<file path="config.mk">
export PLATFORM = sky130hd
export DESIGN_NAME = rxbuf_byte_framer
export DESIGN_NICKNAME = d
export VERILOG_FILES = /design/src/hw/rxbuf_geom_pkg.sv /design/src/hw/rxbuf_frame_pkg.sv /design/src/hw/rxbuf_byte_framer.sv
export SDC_FILE = /design/constraint.sdc
export NUM_CORES = 1
export LEC_CHECK = 0
export ABC_CLOCK_PERIOD_IN_PS = 5000
export BUFFER_PORTS_ARGS = -buffer_cell sky130_fd_sc_hd__buf_2
export CORE_MARGIN = 2
export CORE_UTILIZATION = 56
export DETAILED_ROUTE_END_ITERATION = 10
export GPL_TIMING_DRIVEN = 0
export MAX_ROUTING_LAYER = met4
export PLACE_DENSITY_LB_ADDON = 0.05
export SKIP_CTS_REPAIR_TIMING = 1
export SLEW_MARGIN = 20
export SYNTH_ARGS = -nofsm -noshare
export SYNTH_HDL_FRONTEND = slang
export SYNTH_SLANG_ARGS = --single-unit
</file>
<file path="constraint.sdc">
create_clock -name clk -period 5 [get_ports clk]
set_clock_uncertainty 0.15 [all_clocks]
set_input_delay 0.5 -clock clk [delete_from_list [all_inputs] [get_ports clk]]
set_output_delay 0.5 -clock clk [all_outputs]
set_load 0.01 [all_outputs]
</file>
<file path="src/hw/rxbuf_geom_pkg.sv">
// ring geometry is fixed at 64 blocks of 32 bytes; frames are 1 to 256 bytes, at most 8 blocks
`default_nettype none

package rxbuf_geom_pkg;

    localparam int idx_width       = 6;                   // 64 blocks
    localparam int buf_width       = 11;                  // 2048 bytes
    localparam int blk_width       = buf_width - idx_width; // 32 bytes per block
    localparam int frag_width      = 3;                   // up to 7 extra blocks
    localparam int word_addr_width = buf_width - 2;       // 512 words of 32 bits

    typedef logic [idx_width-1:0]       blk_idx_t;
    typedef logic [7:0]                 frame_len_t;      // length minus one
    typedef logic [7:0]                 frame_off_t;      // byte offset in frame
    typedef logic [5:0]                 word_off_t;       // word offset in frame
    typedef logic [frag_width-1:0]      frag_cnt_t;
    typedef logic [31:0]                buf_word_t;
    typedef logic [word_addr_width-1:0] word_addr_t;

endpackage

`default_nettype wire

</file>
<file path="src/hw/rxbuf_frame_pkg.sv">
// bus structs between framer, store and reader; len fields hold the frame length minus one
`default_nettype none

package rxbuf_frame_pkg;
    import rxbuf_geom_pkg::*;

    // one byte from the framer, en is the strobe
    typedef struct packed {
        logic [7:0] data;
        frame_off_t off;
        logic       en;
    } frame_wr_t;

    typedef struct packed {
        frame_len_t len;
        logic       err;
    } frame_status_t;

    // data bytes are little-endian, unused upper lanes of the last word are zero
    typedef struct packed {
        buf_word_t  data;
        logic       first;
        logic       last;
        logic       err;
        frame_len_t len;
    } frame_word_t;

endpackage

`default_nettype wire

</file>
<file path="src/hw/rxbuf_byte_framer.sv">
// in_end must come at least one cycle after the last byte; a byte in the same cycle as in_end is lost
`default_nettype none
`timescale 1ns/1ps

module rxbuf_byte_framer
    import rxbuf_geom_pkg::*;
    import rxbuf_frame_pkg::*;
(
    input  wire logic       clk,
    input  wire logic       reset_n,

    input  wire logic [7:0] in_byte,
    input  wire logic       in_valid,
    input  wire logic       in_end,
    input  wire logic       in_err,

    output frame_wr_t       wr,
    output logic            commit,
    output frame_status_t   commit_status
);

    frame_off_t cnt;        // offset of the next byte
    logic       started;    // at least one byte seen
    logic       full;       // 256 bytes taken, cnt has wrapped
    logic       too_long;

    always_ff @(posedge clk or negedge reset_n) begin
        if (!reset_n) begin
            wr            <= '0;
            commit        <= 1'b0;
            commit_status <= '0;
            cnt           <= '0;
            started       <= 1'b0;
            full          <= 1'b0;
            too_long      <= 1'b0;
        end else begin
            wr.en  <= 1'b0;
            commit <= 1'b0;

            if (in_end) begin
                if (started) begin
                    commit            <= 1'b1;
                    commit_status.len <= cnt - frame_off_t'(1);     // 256 bytes give ff
                    commit_status.err <= in_err || too_long;
                end
                cnt      <= '0;
                started  <= 1'b0;
                full     <= 1'b0;
                too_long <= 1'b0;
            end else if (in_valid) begin
                started <= 1'b1;
                if (full) begin
                    too_long <= 1'b1;           // clipped, byte is dropped
                end else begin
                    wr.en   <= 1'b1;
                    wr.off  <= cnt;
                    wr.data <= in_byte;
                    cnt     <= cnt + frame_off_t'(1);
                    if (cnt == frame_off_t'(8'hff)) begin
                        full <= 1'b1;
                    end
                end
            end
        end
    end

endmodule

`default_nettype wire

</file>
==> results of run 1 <==
## per-layer routing
| layer | GRT usage | part of all wire | up-vias | routed length, um |
|---|---|---|---|---|
| met5 | - | 0 | - | 0 |
| met4 | 0.06977 | 0.014 | 0 | 42 |
| met3 | 0.04911 | 0.037 | 5 | 110 |
| met2 | 0.3393 | 0.50 | 23 | 1504 |
| met1 | 0.2447 | 0.45 | 578 | 1330 |
| li1 | - | - | 575 | - |
## cell usage after synthesis, types with 3 or more instances
cell,n,area share
dfrtp_1,38,0.59
mux2_2,16,0.11
nor2_1,9,0.021
o21ai_0,9,0.028
a21oi_1,8,0.025
nand2_1,8,0.019
clkbuf_1,4,0.0093
inv_1,4,0.0093
nand3_1,4,0.012
or3_1,4,0.015
o31ai_1,3,0.014
xnor2_1,3,0.016
## through the flow
step / instances / cell area, sq um / hold slack [ns]
after detailed placement: 206 / 1852 / 0.3155
after global routing: 214 / 1912 / 0.1763
after floorplan: 136 / 1618 / 0.05441
after global placement: 206 / 1852 / 0.2983
final: 214 / 1912 / 0.09794
after CTS: 214 / 1912 / 0.1222
## path summary, 6_finish.rpt
check,slack [ns],end,cells after the start,from
setup / recovery,3.06,wr[2],5,full
max in group asynchronous,4.09,cnt[4],1,reset_n
setup reg to reg,3.06,wr[2],5,full
min in group clk,0.24,commit_status[0],3,in_err
hold reg to reg,0.33,commit_status[0],2,commit_status[0]
hold / removal,0.1,commit_status[6],1,reset_n
## state kept, by name, summed over array words and instances (netlist names)
name / count
commit_status: 9
cnt: 8
too_long: 1
started: 1
full: 1
wr: 17
commit: 1
## report_power, final
part           total [mW]  internal (mW)  switching [mW]
clock network       0.164         0.0682          0.0953
registers           0.354          0.337          0.0165
logic               0.107         0.0515          0.0555
total               0.624          0.457           0.167
## cells by family after synthesis
family	Yosys count
multiplexers	17
flip-flops	38
XOR/XNOR	4
AO/OA/AOI/OAI	25
adder cells (fa/ha/maj)	2
AND/OR/NAND/NOR	39
buffers and inverters	11
## area by class of cell
type | count | area share
sequential | 38 | 0.4974
multi-input combinational | 87 | 0.3207
timing repair buffer | 39 | 0.1021
clock buffer | 7 | 0.02880
buffer | 7 | 0.02029
tap | 31 | 0.02029
inverter | 4 | 0.007853
clock inverter | 1 | 0.002618
==> metrics, run 1 <==
status completed; Max Slew Vio Count 0; Post-Place Worst Slack 2.921 ns; Bufs and invs on worst path 2; Worst setup EP type register; I/O pins 40; Crit Path Class register to register; HPWL after DPL ~2100 um; post-layout min period slightly below 2 ns; Core ar. ~2800 sq um; post-synthesis register bit count 38; CP max-delay cell dfrtp_1; Leak 0.9427 nW; syn_nets roughly 150; crit-path cells nand2b_1, buf_2, nor2_2, buf_4, mux2_2; most frequent cells in the layout 40 x buf_2, 38 x dfrtp_1, 16 x mux2_2; Power, Total around 0.62 mW; Ys Warns 0; syn avg cell area 11.90 sq um; Netlist Area Pre-Place around 1600 sq um; VDD IR max 0.0002943 V; crit-path leading delay family simple AND/OR/NAND/NOR gates; Fin. Hold Viols 0; Setup-failing EPs final 0; Starting Density 0.5867; Worst-Margin Slew 0.8161 ns; GRT overflow 0; most common cell after layout, fill and taps aside buf_2; CP Launch Type register; Critical Path RT 5.07 ns; CTS sink count 38; Hold Crit Class input port to asynchronous set/reset pin; Die Wd 57.75 um; asr flop ratio synth 1.000; RSZ-0062 raised after global routing false; Adder-Cell Fraction of Synth Area 0.01547; Syn-to-layout area delta 18.17%; Setup Total Neg Slack 0 ns; post-route ant nets 0; post-synthesis compound-gate area fraction 0.09126; register area share after synthesis 0.5878; Synth Area in Simple Gates 0.1330; Setup WS post-layout 3.058 ns; Buffers on Ports 39; first-pass GRT wire length 5085 um; fillers 213; Post-Synth XOR/XNOR Area 0.02166; fin crit share 0.3884; CTS tree done; PD cells 326.6 nW/um^2; Die Ht 57.75 um; clock-pin transition on the worst setup and hold timing paths 0.11 ns; Max Fclk 515.0 MHz; DRT Pass-1 Iters 6; Max FO, Critical Path 10; GP Congestion 0.8085; Root Buffer Master clkbuf_4; placement row count 19; clock buffer count from CTS 5; die area 3335 sq um; Nets 197; largest net degree at the start of global routing 39; Multi-input gate area 613.1 sq um; fin util 0.6933; CP arrival 2.01 ns; Post-route DRC 0; MaxCap Viol Count 0; Main synth FF type dfrtp_1; vias in the first global route 1194; crit-path max cell delay 0.43 ns; relative slew slack 0.4559; main combinational cell family by area after synthesis simple AND/OR/NAND/NOR gates; DR iter-0 viols 22; initial antenna violation count 0; layout cells sized above 1 0.3716; deepest clock path buffer count 2; Syn Inst Count 136; H-tree levels 2; number of enable flip-flop cells after synthesis 0; ant diodes 0; drt total wl 2988 um; All-Layer GR Usage 0.2043; mux cell area share after synthesis 0.1176; register area 950.9 sq um; Via Count between 1000 and 1500; number of vias per cell approximately 5.5; Cell variety after synth 32; drt wl/cell 13.96 um; latest clock arrival within the worst-skew pair 0.33 ns
Power figures use the tool's default switching activity.
==> run 2, diff against run 1 <==
--- a/config.mk
+++ b/config.mk
@@ -5,10 +5,10 @@
 export SDC_FILE = /design/constraint.sdc
 export NUM_CORES = 1
 export LEC_CHECK = 0
-export ABC_CLOCK_PERIOD_IN_PS = 5000
+export ABC_CLOCK_PERIOD_IN_PS = 1900
 export BUFFER_PORTS_ARGS = -buffer_cell sky130_fd_sc_hd__buf_2
 export CORE_MARGIN = 2
-export CORE_UTILIZATION = 56
+export CORE_UTILIZATION = 52
 export DETAILED_ROUTE_END_ITERATION = 10
 export GPL_TIMING_DRIVEN = 0
 export MAX_ROUTING_LAYER = met4
==> constraint.sdc (replaced) <==
create_clock -name clk -period 1.9 [get_ports clk]
set_clock_uncertainty 0.15 [all_clocks]
set_input_delay 0.19 -clock clk [delete_from_list [all_inputs] [get_ports clk]]
set_output_delay 0.19 -clock clk [all_outputs]
set_load 0.01 [all_outputs]
==> metrics, run 2 (synthesis results as in run 1) <==
status completed (unchanged); GP Congestion 0.8099 (was 0.8085); NetSw 0.4559 mW (was 0.1673 mW); Largest Register wr (unchanged); Setup-failing EPs final 0 (unchanged); VDD IR max 0.0004827 V (was 0.0002943 V); post-route ant nets 0 (unchanged); DRT Pass-1 Iters 4 (was 6); Power, Total 1.671 mW (was 0.6244 mW); I/O pins 40 (unchanged); Syn-to-layout area delta 25.44% (was 18.17%); latest clock arrival within the worst-skew pair 0.35 ns (was 0.33 ns); crit-path cells nand2b_1, buf_2, nor2_4, buf_4, mux2_2 (was nand2b_1, buf_2, nor2_2, buf_4, mux2_2); reg2reg path depth 5 (unchanged); fin cells 226 (was 214); CP arrival 1.88 ns (was 2.01 ns); Comb pwr share 0.179 (was 0.171); crit-path max cell delay 0.42 ns (was 0.43 ns); Via Count 1228 (was 1181); fin util 0.6758 (was 0.6933); All-Layer GR Usage 0.1873 (was 0.2043); Buffers on Ports 39 (unchanged); Worst setup EP type register (unchanged); Setup Total Neg Slack 0 ns (unchanged); Die Ht 59.78 um (was 57.75 um); Setup WS post-layout 0.1140 ns (was 3.058 ns); die area 3573 sq um (was 3335 sq um); clock network fraction of total power 0.263 (was 0.262); FF-to-FF End wr[7] (was wr[2]); Critical Path RT 1.99 ns (was 5.07 ns); Worst R2R Setup Slack 0.11 ns (was 3.06 ns); most frequent cells in the layout 40 x buf_2, 38 x dfrtp_1, 16 x mux2_2 (unchanged); Nets 207 (was 197); Root Buffer Master clkbuf_4 (unchanged); most common cell after layout, fill and taps aside buf_2 (unchanged); Worst-Margin Slew 0.8095 ns (was 0.8161 ns); Fin. Hold Viols 0 (unchanged); Max Fclk 559.9 MHz (was 515.0 MHz); relative slew slack 0.4604 (was 0.4559); initial antenna violation count 0 (unchanged); Max Slew Vio Count 0 (unchanged); reg2reg start full (unchanged); Post-route DRC 0 (unchanged); Core ar. 3003 sq um (was 2758 sq um); internal power 1.215 mW (was 0.4571 mW); Starting Density 0.5388 (was 0.5867); Sw Ratio 0.2728 (was 0.2679); Largest regs wr (17), commit_status (9), cnt (8) (unchanged); HPWL after DPL 2036 um (was 2066 um); sequential power share 0.558 (was 0.567); Max FO, Critical Path 10 (unchanged); CP Launch Type register (unchanged); deepest clock path buffer count 2 (unchanged); max reg flops 17 (unchanged); H-tree levels 2 (unchanged); clock buffer count from CTS 5 (unchanged); largest net degree at the start of global routing 39 (unchanged); DR iter-0 viols 30 (was 22); CP max-delay cell dfrtp_1 (unchanged); placement row count 20 (was 19); Multi-input gate area 624.3 sq um (was 613.1 sq um); drt wl/cell 13.37 um (was 13.96 um); drt total wl 3021 um (was 2988 um); ant diodes 0 (unchanged); Die Wd 59.78 um (was 57.75 um); Hold Crit Class input port to register (was input port to asynchronous set/reset pin); post-layout min period 1.786 ns (was 1.942 ns); Post-Place Worst Slack -0.03622 ns (was 2.921 ns); CTS tree done (unchanged); clock-pin transition on the worst setup and hold timing paths 0.11 ns (about the same); PD cells 823.5 nW/um^2 (was 326.6 nW/um^2); fillers 254 (was 213); hold_sp in_valid; fin crit share 0.9400 (was 0.3884); vias in the first global route 1080 (was 1194); GRT overflow 0 (unchanged); register area 950.9 sq um (unchanged); Crit Path Class register to register (unchanged); endpoint of the worst hold path started; RSZ-0062 raised after global routing false (unchanged); MaxCap Viol Count 0 (unchanged); Leak 0.9857 nW (was 0.9427 nW); number of vias per cell 5.434 (was 5.519); layout cells sized above 1 0.3627 (was 0.3716); first-pass GRT wire length 4726 um (was 5085 um); Cells after DPL 208 (was 206); Hold Crit Depth 3; CTS sink count 38 (unchanged)
run 2: cell count changes in the layout (fill, tap and decap cells not counted), sizes merged:
cell / delta
dlygate4sd3: +10
clkbuf: -1
clkinvlp: +1
run 2: cell type report:
type                    count  area share
flip-flops and latches     38      0.4686
multi-input cells          87      0.3076
repair buffers             49      0.1455
clock buffers               6     0.02528
well taps                  33     0.02035
plain buffers               7     0.01911
inverters                   4    0.007398
clock inverters             2    0.006165
run 2: worst max-delay path: cells and delay by family (launching register included):
kind,cells,cell delay (ns)
buf+inv,2,0.41
flops,1,0.42
mux,1,0.35
simple gates,2,0.37
run 2: worst max-delay path by stage:
stage | from | endpoint | slack, ns | cells after the start
final | full | wr[7] | 0.11 | 5
after global routing | cnt[4] | cnt[7] | 0.02 | 4
after CTS | full | wr[7] | -0.03 | 5
after detailed placement | full | wr[7] | -0.04 | 5
after global placement | full | wr[5] | 0.001 | 5
after floorplan | full | wr[15] | 0.15 | 5
run 2: through the flow:
step	instance area, sq um	hold WS, ns
6_report	2029	0.01624
5_1_grt	2029	0.01908
4_1_cts	1918	-0.2124
3_5_place_dp	1854	0.1822
3_3_place_gp	1854	0.1716
2_1_floorplan	1618	-0.2556
run 2: routing by layer:
layer | up-vias | GRT usage | wire (um)
li1 | 595 | - | -
met1 | 594 | 0.2214 | 1358
met2 | 31 | 0.2842 | 1449
met3 | 8 | 0.06494 | 158
met4 | 0 | 0.09206 | 55
met5 | - | - | 0
run 2: power by group through the flow:
stage	registers [mW]	logic [mW]	clock network (mW)
after CTS	0.933	0.288	0.456
after floorplan	0.985	0.122	0
after detailed placement	0.949	0.287	0
final	0.932	0.300	0.440
after global placement	0.944	0.280	0
after global routing	0.945	0.333	0.482
==> run 3, diff against run 2 <==
--- a/config.mk
+++ b/config.mk
@@ -5,6 +5,7 @@
 export SDC_FILE = /design/constraint.sdc
 export NUM_CORES = 1
 export LEC_CHECK = 0
+export ABC_AREA = 1
 export ABC_CLOCK_PERIOD_IN_PS = 1900
 export BUFFER_PORTS_ARGS = -buffer_cell sky130_fd_sc_hd__buf_2
 export CORE_MARGIN = 2
==> metrics, run 3 <==
latest clock arrival within the worst-skew pair 0.33 ns (was 0.35 ns); register area share after synthesis 0.5680 (was 0.5878); met3 wire length 155 um (was 158 um); Synth top area share 0.5680 (was 0.5878); Leak 1.088 nW (was 0.9857 nW); number of vias per cell 4.764 (was 5.434); Nets 263 (was 207); vias in the first global route 1305 (was 1080); DRT Pass-1 Iters 4 (unchanged); Syn Inst Count 192 (was 136); Die Ht 60.74 um (was 59.78 um); number of enable flip-flop cells after synthesis 0 (unchanged); CP Launch Type register (unchanged); Largest regs wr (17), commit_status (9), cnt (8) (unchanged); Via Count 1391 (was 1228); I/O pins 40 (unchanged); MaxCap Viol Count 0 (unchanged); most common library cells after synthesis 72 x nand2_1, 38 x dfrtp_1, 17 x inv_1 (was 38 x dfrtp_1, 16 x mux2_2, 9 x nor2_1, 9 x o21ai_0); asr flop ratio synth 1.000 (unchanged); Netlist Area Pre-Place 1674 sq um (was 1618 sq um); Starting Density 0.5484 (was 0.5388); most common cell in the netlist nand2_1 (was dfrtp_1); Largest Register wr (unchanged); RSZ-0062 raised after global routing false (unchanged); Setup Total Neg Slack 0 ns (unchanged); Root Buffer Master clkbuf_4 (unchanged); reg2reg path depth 8 (was 5); drt wl/cell 11.53 um (was 13.37 um); post-layout min period 1.483 ns (was 1.786 ns); endpoint of the worst hold path cnt[7] (was started); post-synthesis register bit count 38 (unchanged); CTS sink count 38 (unchanged); placement row count 20 (unchanged); Main synth FF type dfrtp_1 (unchanged); Multi-input gate area 610.6 sq um (was 624.3 sq um); met2 routed WL 1666 um (was 1449 um); PD cells 775.9 nW/um^2 (was 823.5 nW/um^2); highest metal used met4 (unchanged); Worst R2R Setup Slack 0.42 ns (was 0.11 ns); wire length on met1 1498 um (was 1358 um); ranking of synthesized cells by area dfrtp_1 57%, nand2_1 16%, inv_1 3.8% (was dfrtp_1 59%, mux2_2 11%, o21ai_0 2.8%); worst hold slack -0.003707 ns (was 0.01624 ns); Worst-Margin Slew 0.8084 ns (was 0.8095 ns); Max Fclk 674.1 MHz (was 559.9 MHz); layout cells sized above 1 0.2298 (was 0.3627); clock buffer count from CTS 5 (unchanged); fin util 0.6779 (was 0.6758); DR iter-0 viols 42 (was 30); clock-pin transition on the worst setup and hold timing paths 0.11 ns (about the same); Area after DPL 1924 sq um (was 1854 sq um); CP arrival 1.56 ns (was 1.88 ns); relative slew slack 0.4611 (was 0.4604); largest net degree at the start of global routing 39 (unchanged); Synth area leader dfrtp_1 (unchanged); fin crit share 0.7808 (was 0.9400); Core ar. 3053 sq um (was 3003 sq um); Ys Warns 0 (unchanged); GP Congestion 0.8505 (was 0.8099); Worst setup EP type register (unchanged); Hold Crit Class input port to register (unchanged); most frequent cells in the layout 72 x nand2_1, 39 x buf_2, 38 x dfrtp_1 (was 40 x buf_2, 38 x dfrtp_1, 16 x mux2_2); fillers 264 (was 254); VDD IR max 0.0005262 V (was 0.0004827 V); Hold Crit Depth 4 (was 3); status finished, violations left (was completed); most common cell after layout, fill and taps aside nand2_1 (was buf_2); first-pass GRT wire length 5582 um (was 4726 um); syn_nets 207 (was 151); Max Slew Vio Count 0 (unchanged); Setup-failing EPs final 0 (unchanged); initial antenna violation count 0 (unchanged); deepest clock path buffer count 2 (unchanged); Crit Path Class register to register (unchanged); Post-route DRC 0 (unchanged); GRT overflow 0 (unchanged); Fin. Hold Viols 1 (was 0); All-Layer GR Usage 0.2142 (was 0.1873); die area 3689 sq um (was 3573 sq um); Max FO, Critical Path 4 (was 10); hold_sp in_end (was in_valid); CTS tree done (unchanged); Die Wd 60.74 um (was 59.78 um); FF-to-FF End commit_status[5] (was wr[7]); H-tree levels 2 (unchanged); Syn-to-layout area delta 23.62% (was 25.44%); HPWL after DPL 2384 um (was 2036 um); ant diodes 0 (unchanged); register area 950.9 sq um (unchanged); Cell variety after synth 24 (was 32); Critical Path RT 1.98 ns (was 1.99 ns); reg2reg start cnt[0] (was full); syn avg cell area 8.719 sq um (was 11.90 sq um); Buffers on Ports 39 (unchanged); failing checks negative hold slack; drt total wl 3367 um (was 3021 um); post-route ant nets 0 (unchanged); Design Area, Final 2069 sq um (was 2029 sq um); max reg flops 17 (unchanged)
[run 3: cell types whose count changed in the layout (fill, tap and decap cells not counted), sizes merged, moves of 7 or more]
| cell | before | now |
|---|---|---|
| mux2 | 16 | 0 |
| a21oi | 8 | 1 |
| nand2 | 8 | 75 |
| nand3 | 4 | 11 |
| inv | 4 | 19 |
| o21ai | 9 | 20 |
[run 3: per-stage QoR]
step	total power, mW	hold WS, ns	setup slack (ns)	cells
floorplan	1.100	-0.2556	0.6300	192
global placement	1.221	0.1726	0.4999	275
detailed placement	1.230	0.1829	0.4604	275
CTS	1.606	-0.1828	0.4390	282
global route	1.707	0.005222	0.3397	292
finish	1.606	-0.003707	0.4165	292
[run 3: worst max-delay path, stage by stage, from the launching register on]
cell     delay [ns]
dfrtp_1        0.41
inv_1          0.11
ha_1           0.22
nand2_1        0.10
inv_1          0.07
nand2_1        0.08
nand4_1        0.09
o21ai_0        0.09
inv_1          0.06
[run 3: how the worst max path moves through the flow]
stage	start	endpoint
final	cnt[0]	commit_status[5]
after global routing	cnt[0]	commit_status[5]
after CTS	cnt[0]	commit_status[5]
after detailed placement	cnt[0]	commit_status[5]
after global placement	cnt[0]	commit_status[5]
after floorplan	cnt[0]	commit_status[5]
[run 3: report_power, final]
part	switching [mW]	leakage, nW	total (mW)	internal [mW]
clock	0.240	0.0254	0.379	0.140
sequential	0.0383	0.488	0.925	0.886
combinational	0.174	0.575	0.302	0.128
[run 3: final cells by class]
class / instances / share of cell area
Clock buffer: 7 / 0.02177
Multi-Input combinational cell: 130 / 0.2950
Tap cell: 44 / 0.02660
Inverter: 20 / 0.03628
Sequential cell: 38 / 0.4595
Timing Repair Buffer: 49 / 0.1427
Buffer: 4 / 0.01814
[run 3: metal layers]
layer,track usage,vias up
li1,-,715
met2,0.3456,39
met1,0.2624,632
met5,-,-
met3,0.04691,5
met4,0.08385,0
[run 3: kinds of logic after synthesis]
group                    after synthesis  share of synthesized area
AND/OR/NAND/NOR                      101                     0.2608
flip-flops                            38                     0.5680
AO/OA/AOI/OAI                         27                    0.08894
buffers and inverters                 24                    0.06726
adder cells (fa/ha/maj)                2                    0.01495
