[config.mk]
export PLATFORM = sky130hd
export DESIGN_NAME = rxbuf_frame_reader
export DESIGN_NICKNAME = d
export VERILOG_FILES = /design/src/hw/rxbuf_geom_pkg.sv /design/src/hw/rxbuf_frame_pkg.sv /design/src/hw/rxbuf_frame_reader.sv
export SDC_FILE = /design/constraint.sdc
export NUM_CORES = 1
export LEC_CHECK = 0
export ABC_AREA = 1
export BUFFER_PORTS_ARGS = -buffer_cell sky130_fd_sc_hd__buf_2
export CAP_MARGIN = 0
export CORE_ASPECT_RATIO = 0.75
export CORE_UTILIZATION = 50
export DETAILED_ROUTE_END_ITERATION = 10
export HOLD_SLACK_MARGIN = 0.06
export PLACE_DENSITY = 0.92
export SLEW_MARGIN = 10
export SYNTH_ARGS = -nofsm -noshare
export SYNTH_HDL_FRONTEND = slang
export SYNTH_SLANG_ARGS = --single-unit
[constraint.sdc]
create_clock -name clk -period 2.1 [get_ports clk]
set_input_delay 0.21 -clock clk [delete_from_list [all_inputs] [get_ports clk]]
set_output_delay 0.21 -clock clk [all_outputs]
set_load 0.05 [all_outputs]
[src/hw/rxbuf_geom_pkg.sv]
// ring geometry is fixed at 64 blocks of 32 bytes; frames are 1 to 256 bytes, at most 8 blocks
`default_nettype none

package rxbuf_geom_pkg;

    localparam int idx_width       = 6;                   // 64 blocks
    localparam int buf_width       = 11;                  // 2048 bytes
    localparam int blk_width       = buf_width - idx_width; // 32 bytes per block
    localparam int frag_width      = 3;                   // up to 7 extra blocks
    localparam int word_addr_width = buf_width - 2;       // 512 words of 32 bits

    typedef logic [idx_width-1:0]       blk_idx_t;
    typedef logic [7:0]                 frame_len_t;      // length minus one
    typedef logic [7:0]                 frame_off_t;      // byte offset in frame
    typedef logic [5:0]                 word_off_t;       // word offset in frame
    typedef logic [frag_width-1:0]      frag_cnt_t;
    typedef logic [31:0]                buf_word_t;
    typedef logic [word_addr_width-1:0] word_addr_t;

endpackage

`default_nettype wire

[src/hw/rxbuf_frame_pkg.sv]
// bus structs between framer, store and reader; len fields hold the frame length minus one
`default_nettype none

package rxbuf_frame_pkg;
    import rxbuf_geom_pkg::*;

    // one byte from the framer, en is the strobe
    typedef struct packed {
        logic [7:0] data;
        frame_off_t off;
        logic       en;
    } frame_wr_t;

    typedef struct packed {
        frame_len_t len;
        logic       err;
    } frame_status_t;

    // data bytes are little-endian, unused upper lanes of the last word are zero
    typedef struct packed {
        buf_word_t  data;
        logic       first;
        logic       last;
        logic       err;
        frame_len_t len;
    } frame_word_t;

endpackage

`default_nettype wire

[src/hw/rxbuf_frame_reader.sv]
// drain_en is only sampled between frames; a frame once started is always read to its end unless flushed
`default_nettype none
`timescale 1ns/1ps

module rxbuf_frame_reader
    import rxbuf_geom_pkg::*;
    import rxbuf_frame_pkg::*;
(
    input  wire logic          clk,
    input  wire logic          reset_n,

    input  wire logic          drain_en,
    input  wire logic          flush,
    input  wire logic          unread,
    input  wire frame_status_t rd_status,

    output logic               rd_en,
    output word_off_t          rd_off,
    input  wire buf_word_t     rd_data,
    output logic               rd_release,

    output frame_word_t        out_word,
    output logic               out_valid
);

    typedef enum logic [1:0] {
        idle,
        read,
        releasing,
        settle
    } reader_state_t;

    reader_state_t state;
    word_off_t     last_off;    // index of the frame's final word
    frame_status_t cur;         // status latched at frame start
    logic          settle_cnt;
    logic          rd_first;    // tags of the read issued this cycle
    logic          rd_last;
    logic          ret_valid;   // tags of the word now on rd_data
    logic          ret_first;
    logic          ret_last;

    always_ff @(posedge clk or negedge reset_n) begin
        if (!reset_n) begin
            state      <= idle;
            rd_en      <= 1'b0;
            rd_off     <= '0;
            rd_release <= 1'b0;
            rd_first   <= 1'b0;
            rd_last    <= 1'b0;
            last_off   <= '0;
            cur        <= '0;
            settle_cnt <= 1'b0;
        end else if (flush) begin
            // settle lets the cleared unread flag reach us
            state      <= settle;
            rd_en      <= 1'b0;
            rd_release <= 1'b0;
            rd_first   <= 1'b0;
            rd_last    <= 1'b0;
            settle_cnt <= 1'b0;
        end else begin
            rd_release <= 1'b0;
            case (state)
                idle: begin
                    if (drain_en && unread) begin
                        state    <= read;
                        rd_en    <= 1'b1;
                        rd_off   <= '0;
                        rd_first <= 1'b1;
                        rd_last  <= (rd_status.len[7:2] == '0);
                        last_off <= word_off_t'(rd_status.len[7:2]);
                        cur      <= rd_status;
                    end
                end
                read: begin
                    rd_first <= 1'b0;
                    if (rd_off == last_off) begin
                        rd_en   <= 1'b0;
                        rd_last <= 1'b0;
                        state   <= releasing;
                    end else begin
                        rd_off  <= rd_off + word_off_t'(1);
                        rd_last <= (rd_off + word_off_t'(1) == last_off);
                    end
                end
                releasing: begin
                    rd_release <= 1'b1;
                    settle_cnt <= 1'b0;
                    state      <= settle;
                end
                default: begin
                    settle_cnt <= 1'b1;
                    if (settle_cnt) begin
                        state <= idle;
                    end
                end
            endcase
        end
    end

    always_ff @(posedge clk or negedge reset_n) begin
        if (!reset_n) begin
            ret_valid <= 1'b0;
            ret_first <= 1'b0;
            ret_last  <= 1'b0;
            out_valid <= 1'b0;
        end else begin
            ret_valid <= rd_en && !flush;
            ret_first <= rd_first;
            ret_last  <= rd_last;
            out_valid <= ret_valid && !flush;
        end
    end

    always_ff @(posedge clk) begin
        out_word <= '{data: rd_data, first: ret_first, last: ret_last,
                      err: cur.err, len: cur.len};
    end

endmodule

`default_nettype wire

==> key figures, run 1 <==
Place
  • Placed Area: 2870 µm²
  • RePlAce Congestion: 0.962
  • DP Wirelength: 3690 µm
  • Number of port buffers: 97

Clocking
  • Clk_lat worst skew: between 0.3 and 0.4 ns
  • CTS Hold Bufs: 33
  • CTS sink cnt: slightly below 70
  • Num CTS Buffers: 9
  • CTS root buf: clkbuf_8
  • Post-CTS Setup Bufs: 0
  • Maximum clock insertion buffer count: 2
  • H-tree depth: 3
  • Reg clk slew, reported paths: 0.07 ns
  • CTS tree: yes
  • Post-CTS sizing: 0

Cells and area
  • Fin area: 3390 µm²
  • Layout fillers: 299
  • Share of layout cells above drive strength 1: 35.3%
  • Area of the multi-input gates: 674 µm²
  • NumNets Final: 422
  • Register area: 1510 µm²
  • Ant. Diodes: 0
  • Synthesis-to-finish area growth: 44.9%

Timing
  • Maximum clock frequency: 572 MHz
  • Final Max Tran Viols: 0
  • Tmin final: 1.75 ns
  • Final setup violation count: 0
  • Hold Vio Cnt, Final: 0
  • Slew of the pin with the lowest slew margin: 0.602 ns
  • Setup_tns: 0 ns
  • Final period utilization: 83.2%
  • RSZ-0062 raised after global routing: false
  • Clock skew: 0.00559 ns
  • Slew margin rel.: 59.9%

Drt
  • DRT antenna net count: 0
  • First-pass DRT Iterations: 4
  • Detail-routed net length per standard cell: 13.6 µm
  • Initial DRC count: 108
  • Number of vias in the routed layout: 2,039
  • Routed vias/inst: 4.70
  • DR DRC count: 0
  • Overall routed net length: 5920 µm

Synthesis
  • FF+latch count, synth: 69
  • Most common cell in the netlist: nand2_1
  • Avg Inst Size Synth: 9.99 µm²
  • Post-synth top area cell: dfxtp_1
  • Post-synth EDFFs: 0
  • Post-synth ARST share: 37.7%
  • Post-synthesis sequential area ratio: 64.7%
  • Distinct cells, synth: 28
  • Synthesized area: 2340 µm²
  • Ys flop type: dfxtp_1
  • Area contributors post-synth: dfxtp_1 37%, dfrtp_1 28%, nand2_1 9.2%
  • YS warnings: 0
  • Leading cell types by count after synthesis: 57 x nand2_1, 43 x dfxtp_1, 30 x inv_1
  • Yosys top cell area share: around 37%
  • Post-Syn Instances: between 200 and 250
  • Syn Nets: 284

Setup path
  • CP cell instances: inv_1 > ha_1 > inv_1 > nor2_2 > nand3_2 > mux2_2
  • Crit path top cell by count: inv_1
  • Crit-path slowest cell: dfrtp_1
  • R2R Path Start: state[1]$_DFFE_PN0P_
  • Worst Path Required: 2.33 ns
  • Type of origin of the critical path: flip-flop
  • Worst Setup End Kind: flip-flop
  • WP data arrival: 1.98 ns
  • CP Max Fanout: 15
  • Crit path from: state[1]$_DFFE_PN0P_
  • WS Path Type: flip-flop to flip-flop
  • Max stage delay on crit path: 0.44 ns

Global route
  • Total GRT Usage: between 20% and 30%
  • Overflow after GRT: 0
  • First-pass GRT wire length: 9010 µm
  • Largest net degree at the start of global routing: 27
  • Antenna violations before repair: 0
  • Vias in the first global route: 1,946

Floorplanning
  • Starting Density: 52.3%
  • Core area: between 4000 and 5000 µm²
  • Die Wd: 80.9 µm
  • Die area: around 5000 µm²
  • Die Y: between 60 and 70 µm
  • IO Pins: 98
  • Site row count: 21

Job
  • # Max-Cap Violations: 0

Min path
  • Worst Min Path Start: rd_status[2]
  • HP Class: input port to flip-flop

Power
  • P_sw: 0.00172 W
  • Maximum VDD drop: approximately 0.0011 V
  • Sw frac: 40.5%
  • Leak pwr: 1.80 nW
  • Sequential power share: 41.7%
  • Combinational power share: a little over a third
  • Int Power: approximately 0.0025 W
  • Power density over the cells: 1250 nW/µm²
  • Clk pwr share: about a quarter

Outcome
  • Status: completed
power groups by stage:
stage	Combinational (W)	Clock, W	Sequential (W)
final	0.00148	0.000988	0.00177
after global routing	0.00160	0.00108	0.00179
after CTS	0.00148	0.00100	0.00177
after detailed placement	0.00142	0	0.00179
after global placement	0.00138	0	0.00177
after floorplan	0.000555	0	0.00230
per-layer routing:
metal	vias up	share of wire, %	routed length, µm	GRT usage [%]
met1	959	42	2490	27.7
met4	0	1.1	65	8.16
li1	996	-	-	-
met2	78	50	2960	46.9
met5	-	0	0	0
met3	6	6.8	400	12.3
stage by stage:
step	setup WS [ns]	hold WS, ns	power [W]	instances	util [%]
final	0.352	0.0948	0.00424	434	75.8
after global routing	0.282	0.0768	0.00448	434	75.8
after CTS	0.374	0.0839	0.00425	434	75.8
after detailed placement	0.388	0.257	0.00322	385	64.3
after global placement	0.505	0.238	0.00316	385	64.3
after floorplan	0.517	-0.0856	0.00285	234	-
cells by family (layout without fill, tap and decap cells):
group           after synthesis  count (layout)  synth area share [%]
simple gates                106             106                  21.3
flops                        69              69                  64.7
buf+inv                      37             180                  6.48
compound gates               12              12                  2.89
fa+ha+maj                     4               4                  2.14
xor+xnor                      3               3                  1.12
mux                           3               3                  1.45
cell type report:
cell class                 count  share of cell area (%)
timing repair buffer         130                    24.1
tap                           57                    2.11
inverter                      34                    3.77
sequential                    69                    44.6
clock inverter                 5                   0.998
multi-input combinational    128                    19.9
clock buffer                  11                    4.47
cell usage in the layout, fill, tap and decap left out, types with 2 or more instances in the layout:
master         Yosys  layout
buf_2              1      97
nand2_1           57      57
dfxtp_1           43      43
dlygate4sd3_1      0      33
inv_1             30      30
dfrtp_1           26      26
nand3_1           16      16
nor2_1            14      14
clkbuf_8           0      11
nand2_2            5       5
nand4_1            5       5
inv_2              4       4
o21ai_1            4       4
ha_1               4       4
mux2_2             3       3
a21oi_1            3       3
nor2_2             2       2
o31ai_1            2       2
o21ai_0            2       2
nor2_4             2       2
xor2_1             2       2
clkinv_4           0       2
clkinv_2           0       2
sequential cells by signal, summed over array words and instances, names as in the netlist:
signal / flops
cur: 3
last_off: 6
out_valid: 1
out_word: 43
rd_en: 1
rd_first: 1
rd_last: 1
rd_off: 6
rd_release: 1
ret_first: 1
ret_last: 1
ret_valid: 1
settle_cnt: 1
state: 2
worst paths after layout:
kind,slack (ns),end,cells past startpoint
max,0.35,cur[0]$_DFFE_PN0P_,6
min,0.09,cur[2]$_DFFE_PN0P_,2
max reg2reg,0.35,cur[0]$_DFFE_PN0P_,6
min reg2reg,0.36,out_word[10]$_DFF_P_,0
max in group asynchronous,1.30,state[0]$_DFFE_PN0P_,2
min in group asynchronous,0.40,rd_off[3]$_DFFE_PN0P_,2
critical path, delay by kind of cell (launching register included):
kind          cells  cell delay [ns]
flops             1             0.44
simple gates      2             0.42
mux               1             0.36
buf+inv           2             0.21
fa+ha+maj         1             0.21
No activity file was read; power rests on OpenSTA's default activity.
==> run 2: changes to the inputs <==
- CORE_UTILIZATION: 50 -> 42
- PLACE_DENSITY: 0.92 -> 0.83
- clock period: 2.1 -> 1.6 ns (I/O delays scaled with it)
==> run 2 against run 1 <==
  * Critical path depth grew 2
  * Design area grew 4.1%
  * Global-route usage shrank 4.9 points
  * Largest cell class unchanged
  * First-iteration DRC count grew 48%
  * Die area grew 18%
  * Via count grew 1.6%
  * Worst setup slack lost 0.20 ns
  * Sequential share of layout area shrank 1.7 points
==> key figures, run 2 (same netlist as run 1, synthesis figures left out) <==
Timing
  • Slew margin rel.: 60.6% (+0.69 points)
  • Tmin final: 1.45 ns (-0.299 ns)
  • Final Max Tran Viols: 0 (unchanged)
  • Maximum clock frequency: 690 MHz (+21%)
  • Final period utilization: 90.5% (+7.3 points)
  • Final setup violation count: 0 (unchanged)
  • Setup_tns: 0 ns (unchanged)
  • Clock skew: 0.00827 ns (+0.00267 ns)
  • Hold Vio Cnt, Final: 0 (unchanged)
  • Slew of the pin with the lowest slew margin: 0.592 ns (-0.0104 ns)
  • RSZ-0062 raised after global routing: false

Cells and area
  • Commonest non-fill, non-tap cell in the layout: buf_2
  • Largest regs: out_word: 43 flops, last_off: 6 flops, rd_off: 6 flops
  • Ant. Diodes: 0 (unchanged)
  • Most frequent cells in the layout: 97 x buf_2, 57 x nand2_1, 43 x dfxtp_1, 36 x dlygate4sd3_1, 29 x inv_1
  • Synthesis-to-finish area growth: 50.7%
  • NumNets Final: 428 (+1.4%)
  • Share of layout cells above drive strength 1: 36.6% (+1.3 points)
  • Max reg flops: 43 (unchanged)
  • Biggest register: out_word

Floorplanning
  • Starting Density: 43.7% (-8.7 points)
  • Die Y: 66.6 µm (+8.8%)
  • IO Pins: 98 (unchanged)
  • Die area: 5870 µm² (+18%)
  • Core area: 5350 µm² (+20%)
  • Die Wd: 88.1 µm (+8.9%)
  • Site row count: 23 (+9.5%)

Power
  • Leak pwr: 1.84 nW (+2.0%)
  • Maximum VDD drop: 0.00104 V (-3.5%)
  • Power density over the cells: 1670 nW/µm² (+33%)
  • Total power: 0.00587 W (+38%)

Global route
  • First-pass GRT wire length: 9080 µm (+0.77%)
  • Vias in the first global route: 2,045 (+5.1%)
  • Overflow after GRT: 0 (unchanged)
  • Antenna violations before repair: 0 (unchanged)
  • Total GRT Usage: 21.2% (-4.9 points)
  • Largest net degree at the start of global routing: 27 (unchanged)

Drt
  • Routed vias/inst: 4.52 (-3.8%)
  • DR DRC count: 0 (unchanged)
  • Detail-routed net length per standard cell: 12.2 µm (-10%)
  • Initial DRC count: 160 (+48%)
  • First-pass DRT Iterations: 4 (unchanged)
  • Overall routed net length: 5590 µm (-5.4%)
  • DRT antenna net count: 0 (unchanged)
  • Number of vias in the routed layout: 2,071 (+1.6%)

Clocking
  • Reg clk slew, reported paths: 0.08 ns (about the same)
  • CTS sink cnt: 69 (unchanged)
  • Maximum clock insertion buffer count: 2 (unchanged)
  • H-tree depth: 3 (unchanged)
  • Clk_lat worst skew: 0.34 ns (about the same)
  • CTS root buf: clkbuf_8
  • Post-CTS Setup Bufs: 0 (unchanged)
  • CTS tree: yes
  • Num CTS Buffers: 9 (unchanged)

Place
  • RePlAce Congestion: 0.898 (-6.6%)
  • Number of port buffers: 97 (unchanged)
  • DP Wirelength: 3760 µm (+1.9%)

Setup path
  • Worst Setup End Kind: flip-flop
  • Worst Path Required: 1.83 ns (-0.50 ns)
  • CP Max Fanout: 9 (-6)
  • Reg2reg path depth: 8 (+2)
  • WP data arrival: 1.68 ns (-0.30 ns)
  • WS Path Type: flip-flop to flip-flop
  • Type of origin of the critical path: flip-flop

Min path
  • Hold Crit Depth: 3 (+1)
  • HP Class: input port to flip-flop

Job
  • # Max-Cap Violations: 0 (unchanged)

Outcome
  • Status: completed
run 2: cell types whose count changed in the layout (fill, tap and decap cells not counted), sizes merged:
cell,previous run,this run
buf,97,100
clkinv,4,1
dlygate4sd3,33,36
bufinv,0,1
clkinvlp,0,1
inv,35,36
run 2: worst max-delay path: stages, from the launching register on:
cell,delay (ns)
dfrtp_1,0.38
inv_1,0.11
ha_1,0.20
inv_1,0.09
nor2_4,0.13
nand3_4,0.12
buf_4,0.19
nand2_1,0.05
o21ai_1,0.07
run 2: area by class of cell:
class / count / area (µm²)
clock buffer: 11 / 163
clock inverter: 5 / 63.8
fill: 438 / 1830
inverter: 34 / 128
multi-input combinational: 128 / 694
sequential: 69 / 1510
tap: 75 / 93.8
timing repair buffer: 136 / 868
run 2: worst paths after layout:
check                      slack, ns            startpoint                       to
setup / recovery                0.15  state[1]$_DFFE_PN0P_  last_off[1]$_DFFE_PN0P_
hold / removal                   0.1          rd_status[6]  last_off[3]$_DFFE_PN0P_
setup reg to reg                0.15  state[1]$_DFFE_PN0P_  last_off[1]$_DFFE_PN0P_
hold reg to reg                 0.35    ret_last$_DFF_PN0_      out_word[9]$_DFF_P_
max in group asynchronous       0.82               reset_n    rd_off[2]$_DFFE_PN0P_
min in group asynchronous       0.36               reset_n  last_off[1]$_DFFE_PN0P_
run 2: where the power goes:
part | leakage [nW] | switching (W) | internal [W] | total (W)
sequential | 0.696 | 0.000200 | 0.00210 | 0.00230
clock | 0.112 | 0.000683 | 0.000871 | 0.00155
combinational | 1.03 | 0.00142 | 0.000603 | 0.00202
run 2: metal layers:
metal  wire length [µm]  track usage (%)  vias to the layer above
met5                  0                0                        -
met4                 47             5.65                        0
met3                444             8.80                        6
met2               2670             36.7                       88
met1               2430             24.3                      967
li1                   -                -                     1010
run 2: timing repair:
action / in CTS / in global routing
hold buffers: 36 / 0
endpoints found under the setup margin: 0 / 11
endpoints found under the hold margin: 61 / 0
resized for setup: 0 / 6
run 2: per-stage QoR:
step | util [%] | std cells | cell area [µm²] | hold WS [ns] | setup slack [ns]
2_1_floorplan | - | 234 | 2340 | -0.136 | 0.0174
3_3_place_gp | 54.5 | 406 | 2920 | 0.196 | 0.189
3_5_place_dp | 54.5 | 406 | 2920 | 0.199 | 0.0826
4_1_cts | 65.4 | 458 | 3500 | 0.0762 | 0.0747
5_1_grt | 65.8 | 458 | 3520 | 0.0807 | 0.00897
6_report | 65.8 | 458 | 3520 | 0.100 | 0.151
==> run 3: changes to the inputs <==
- CELL_PAD_IN_SITES_DETAIL_PLACEMENT: default -> 1
- CELL_PAD_IN_SITES_GLOBAL_PLACEMENT: default -> 2
- CORE_UTILIZATION: 42 -> 24
- PLACE_DENSITY: 0.83 -> 0.82
==> run 3 against run 2 <==
  * Non-clock buffer count grew 2
  * Critical path depth up 1
  * Clock power rose by 26%
  * Worst hold slack got worse by 0.029 ns
  * Sequential power about the same
  * Design area up 4.3%
  * Register-to-register slack hardly changed
  * Cell count is 12% higher
  * Sequential share of layout area decreased by 1.8 points
  * Critical path type unchanged
  * Largest cell class unchanged
  * Highest routed layer unchanged
==> key figures, run 3 (same netlist as run 1, synthesis figures left out) <==
Power
  • Maximum VDD drop: 0.000744 V (-29%)
  • Leak pwr: 1.89 nW (+2.9%)
  • Power density over the cells: 1720 nW/µm² (+3.3%)

Clocking
  • H-tree depth: 3 (unchanged)
  • Num CTS Buffers: 9 (unchanged)
  • Maximum clock insertion buffer count: 2 (unchanged)
  • Reg clk slew, reported paths: 0.06 ns (-0.02 ns)
  • CTS root buf: clkbuf_16
  • CTS tree: yes
  • Clk_lat worst skew: 0.33 ns (about the same)
  • CTS sink cnt: 69 (unchanged)

Cells and area
  • Commonest non-fill, non-tap cell in the layout: buf_2
  • Max reg flops: 43 (unchanged)
  • Share of layout cells above drive strength 1: 36.6% (+0.070 points)
  • Largest regs: out_word: 43 flops, last_off: 6 flops, rd_off: 6 flops
  • NumNets Final: 430 (+0.47%)
  • Synthesis-to-finish area growth: 57.3%
  • Fin util: 39.8% (-26 points)
  • Ant. Diodes: 0 (unchanged)
  • Biggest register: out_word
  • Most frequent cells in the layout: 97 x buf_2, 57 x nand2_1, 43 x dfxtp_1, 35 x dlygate4sd3_1, 29 x inv_1

Global route
  • Routing usage on met3: 5.50% (-3.3 points)
  • Largest net degree at the start of global routing: 27 (unchanged)
  • Met2 Track Usage GR: 26.4% (-10 points)
  • Total GRT Usage: 15.1% (-6.1 points)
  • Antenna violations before repair: 0 (unchanged)
  • Met1 Usage GRT: 17.2% (-7.0 points)
  • Overflow after GRT: 0 (unchanged)
  • Gr busiest metal: met2
  • First-pass GRT wire length: 11,200 µm (+24%)
  • Vias in the first global route: 2,234 (+9.2%)

Timing
  • Slew margin rel.: 57.0% (-3.6 points)
  • Hold Vio Cnt, Final: 0 (unchanged)
  • Slew of the pin with the lowest slew margin: 0.645 ns (+0.0534 ns)
  • Maximum clock frequency: 691 MHz (about the same)
  • Final Max Tran Viols: 0 (unchanged)
  • Clock skew: 0.00421 ns (-0.00406 ns)
  • Final setup violation count: 0 (unchanged)
  • Worst hold margin: 0.0707 ns (-0.0292 ns)
  • Tmin final: 1.45 ns (-0.000670 ns)
  • Final period utilization: 90.5% (about the same)

Drt
  • Number of vias in the routed layout: 2,067 (-0.19%)
  • DRT antenna net count: 0 (unchanged)
  • Overall routed net length: 6840 µm (+22%)
  • First-pass DRT Iterations: 4 (unchanged)
  • DR DRC count: 0 (unchanged)
  • Initial DRC count: 46 (-71%)
  • Detail-routed net length per standard cell: 13.3 µm (+9.2%)
  • Routed vias/inst: 4.03 (-11%)

Setup path
  • R2R Path End: rd_en$_DFFE_PN0P_
  • Crit-path slowest cell: dfrtp_1
  • Reg2reg path depth: 9 (+1)
  • Worst Path Required: 1.81 ns (-0.02 ns)
  • WS Path Type: flip-flop to flip-flop
  • Max stage delay on crit path: 0.55 ns (+0.17 ns)
  • Crit path top cell by count: nand2_1
  • CP cell instances: inv_2 > nand2_1 > nand2_2 > nor2_4 > nand3_4 > nand2_2 > nand2_1 > nand2_1 > nand2_1
  • Type of origin of the critical path: flip-flop
  • Worst Setup End Kind: flip-flop
  • CP Buf/Inv Count: 1 (-2)
  • Crit-path leading delay family: simple AND/OR/NAND/NOR gates
  • CP Max Fanout: 9 (unchanged)
  • R2R Path Start: rd_off[2]$_DFFE_PN0P_
  • WP data arrival: 1.66 ns (-0.02 ns)
  • Setup slack, reg-to-reg: 0.15 ns (about the same)

Floorplanning
  • Site row count: 30 (+30%)
  • Core area: 9230 µm² (+73%)
  • IO Pins: 98 (unchanged)
  • Die Wd: 116 µm (+32%)
  • Die area: 10,100 µm² (+73%)
  • Die Y: 87.5 µm (+31%)
  • Starting Density: 25.3% (-18 points)

Place
  • RePlAce Congestion: 0.834 (-7.2%)
  • DP Wirelength: 4670 µm (+24%)
  • Number of port buffers: 97 (unchanged)

Min path
  • Worst Min Path Start: rd_status[0]
  • HP Class: input port to flip-flop
  • Hold Crit Depth: 2 (-1)
  • Hold Path End: cur[0]$_DFFE_PN0P_

Outcome
  • Status: completed

Job
  • # Max-Cap Violations: 0 (unchanged)
run 3: area by class of cell:
| cell class | count | area, µm² |
|---|---|---|
| Fill cell | 1117 | 5560 |
| Sequential cell | 69 | 1510 |
| Timing Repair Buffer | 138 | 885 |
| Multi-Input combinational cell | 128 | 699 |
| Clock buffer | 12 | 246 |
| Tap cell | 128 | 160 |
| Inverter | 34 | 128 |
| Clock inverter | 4 | 46.3 |
run 3: where the power goes:
part           total, W  switching [W]  internal (W)
registers       0.00229       0.000189       0.00210
clock network   0.00195       0.000702       0.00124
logic           0.00209        0.00146      0.000626
total           0.00633        0.00235       0.00397
run 3: how the worst max path moves through the flow:
stage                                from                 endpoint  slack, ns  cells past startpoint
floorplan           rd_off[2]$_DFFE_PN0P_        rd_en$_DFFE_PN0P_       0.02                     10
CTS                  state[1]$_DFFE_PN0P_  last_off[4]$_DFFE_PN0P_       0.06                      8
global route        rd_off[0]$_DFFE_PN0P_        rd_en$_DFFE_PN0P_    -0.0007                      9
global placement     state[1]$_DFFE_PN0P_  last_off[5]$_DFFE_PN0P_       0.16                      8
finish              rd_off[2]$_DFFE_PN0P_        rd_en$_DFFE_PN0P_       0.15                      9
detailed placement   state[0]$_DFFE_PN0P_  last_off[4]$_DFFE_PN0P_       0.08                      8
run 3: timing repair:
action	in CTS	in global routing
hold buffers	35	0
endpoints found under the setup margin	0	16
setup buffers	0	0
endpoints found under the hold margin	60	0
resized for setup	0	7
run 3: per-stage QoR:
stage	setup slack [ns]	setup TNS, ns	total power (W)	cells	cell area, µm²
finish	0.152	0	0.00633	513	3680
global route	-0.000739	-0.000739	0.00672	513	3680
CTS	0.0616	0	0.00640	513	3650
detailed placement	0.0814	0	0.00433	462	3000
global placement	0.157	0	0.00428	462	3000
floorplan	0.0174	0	0.00375	234	2340
run 3: routing by layer:
layer	vias to the layer above	part of all wire, %
met2	60	49
met3	7	5.9
li1	1014	-
met1	986	44
met4	0	1.1
met5	-	0
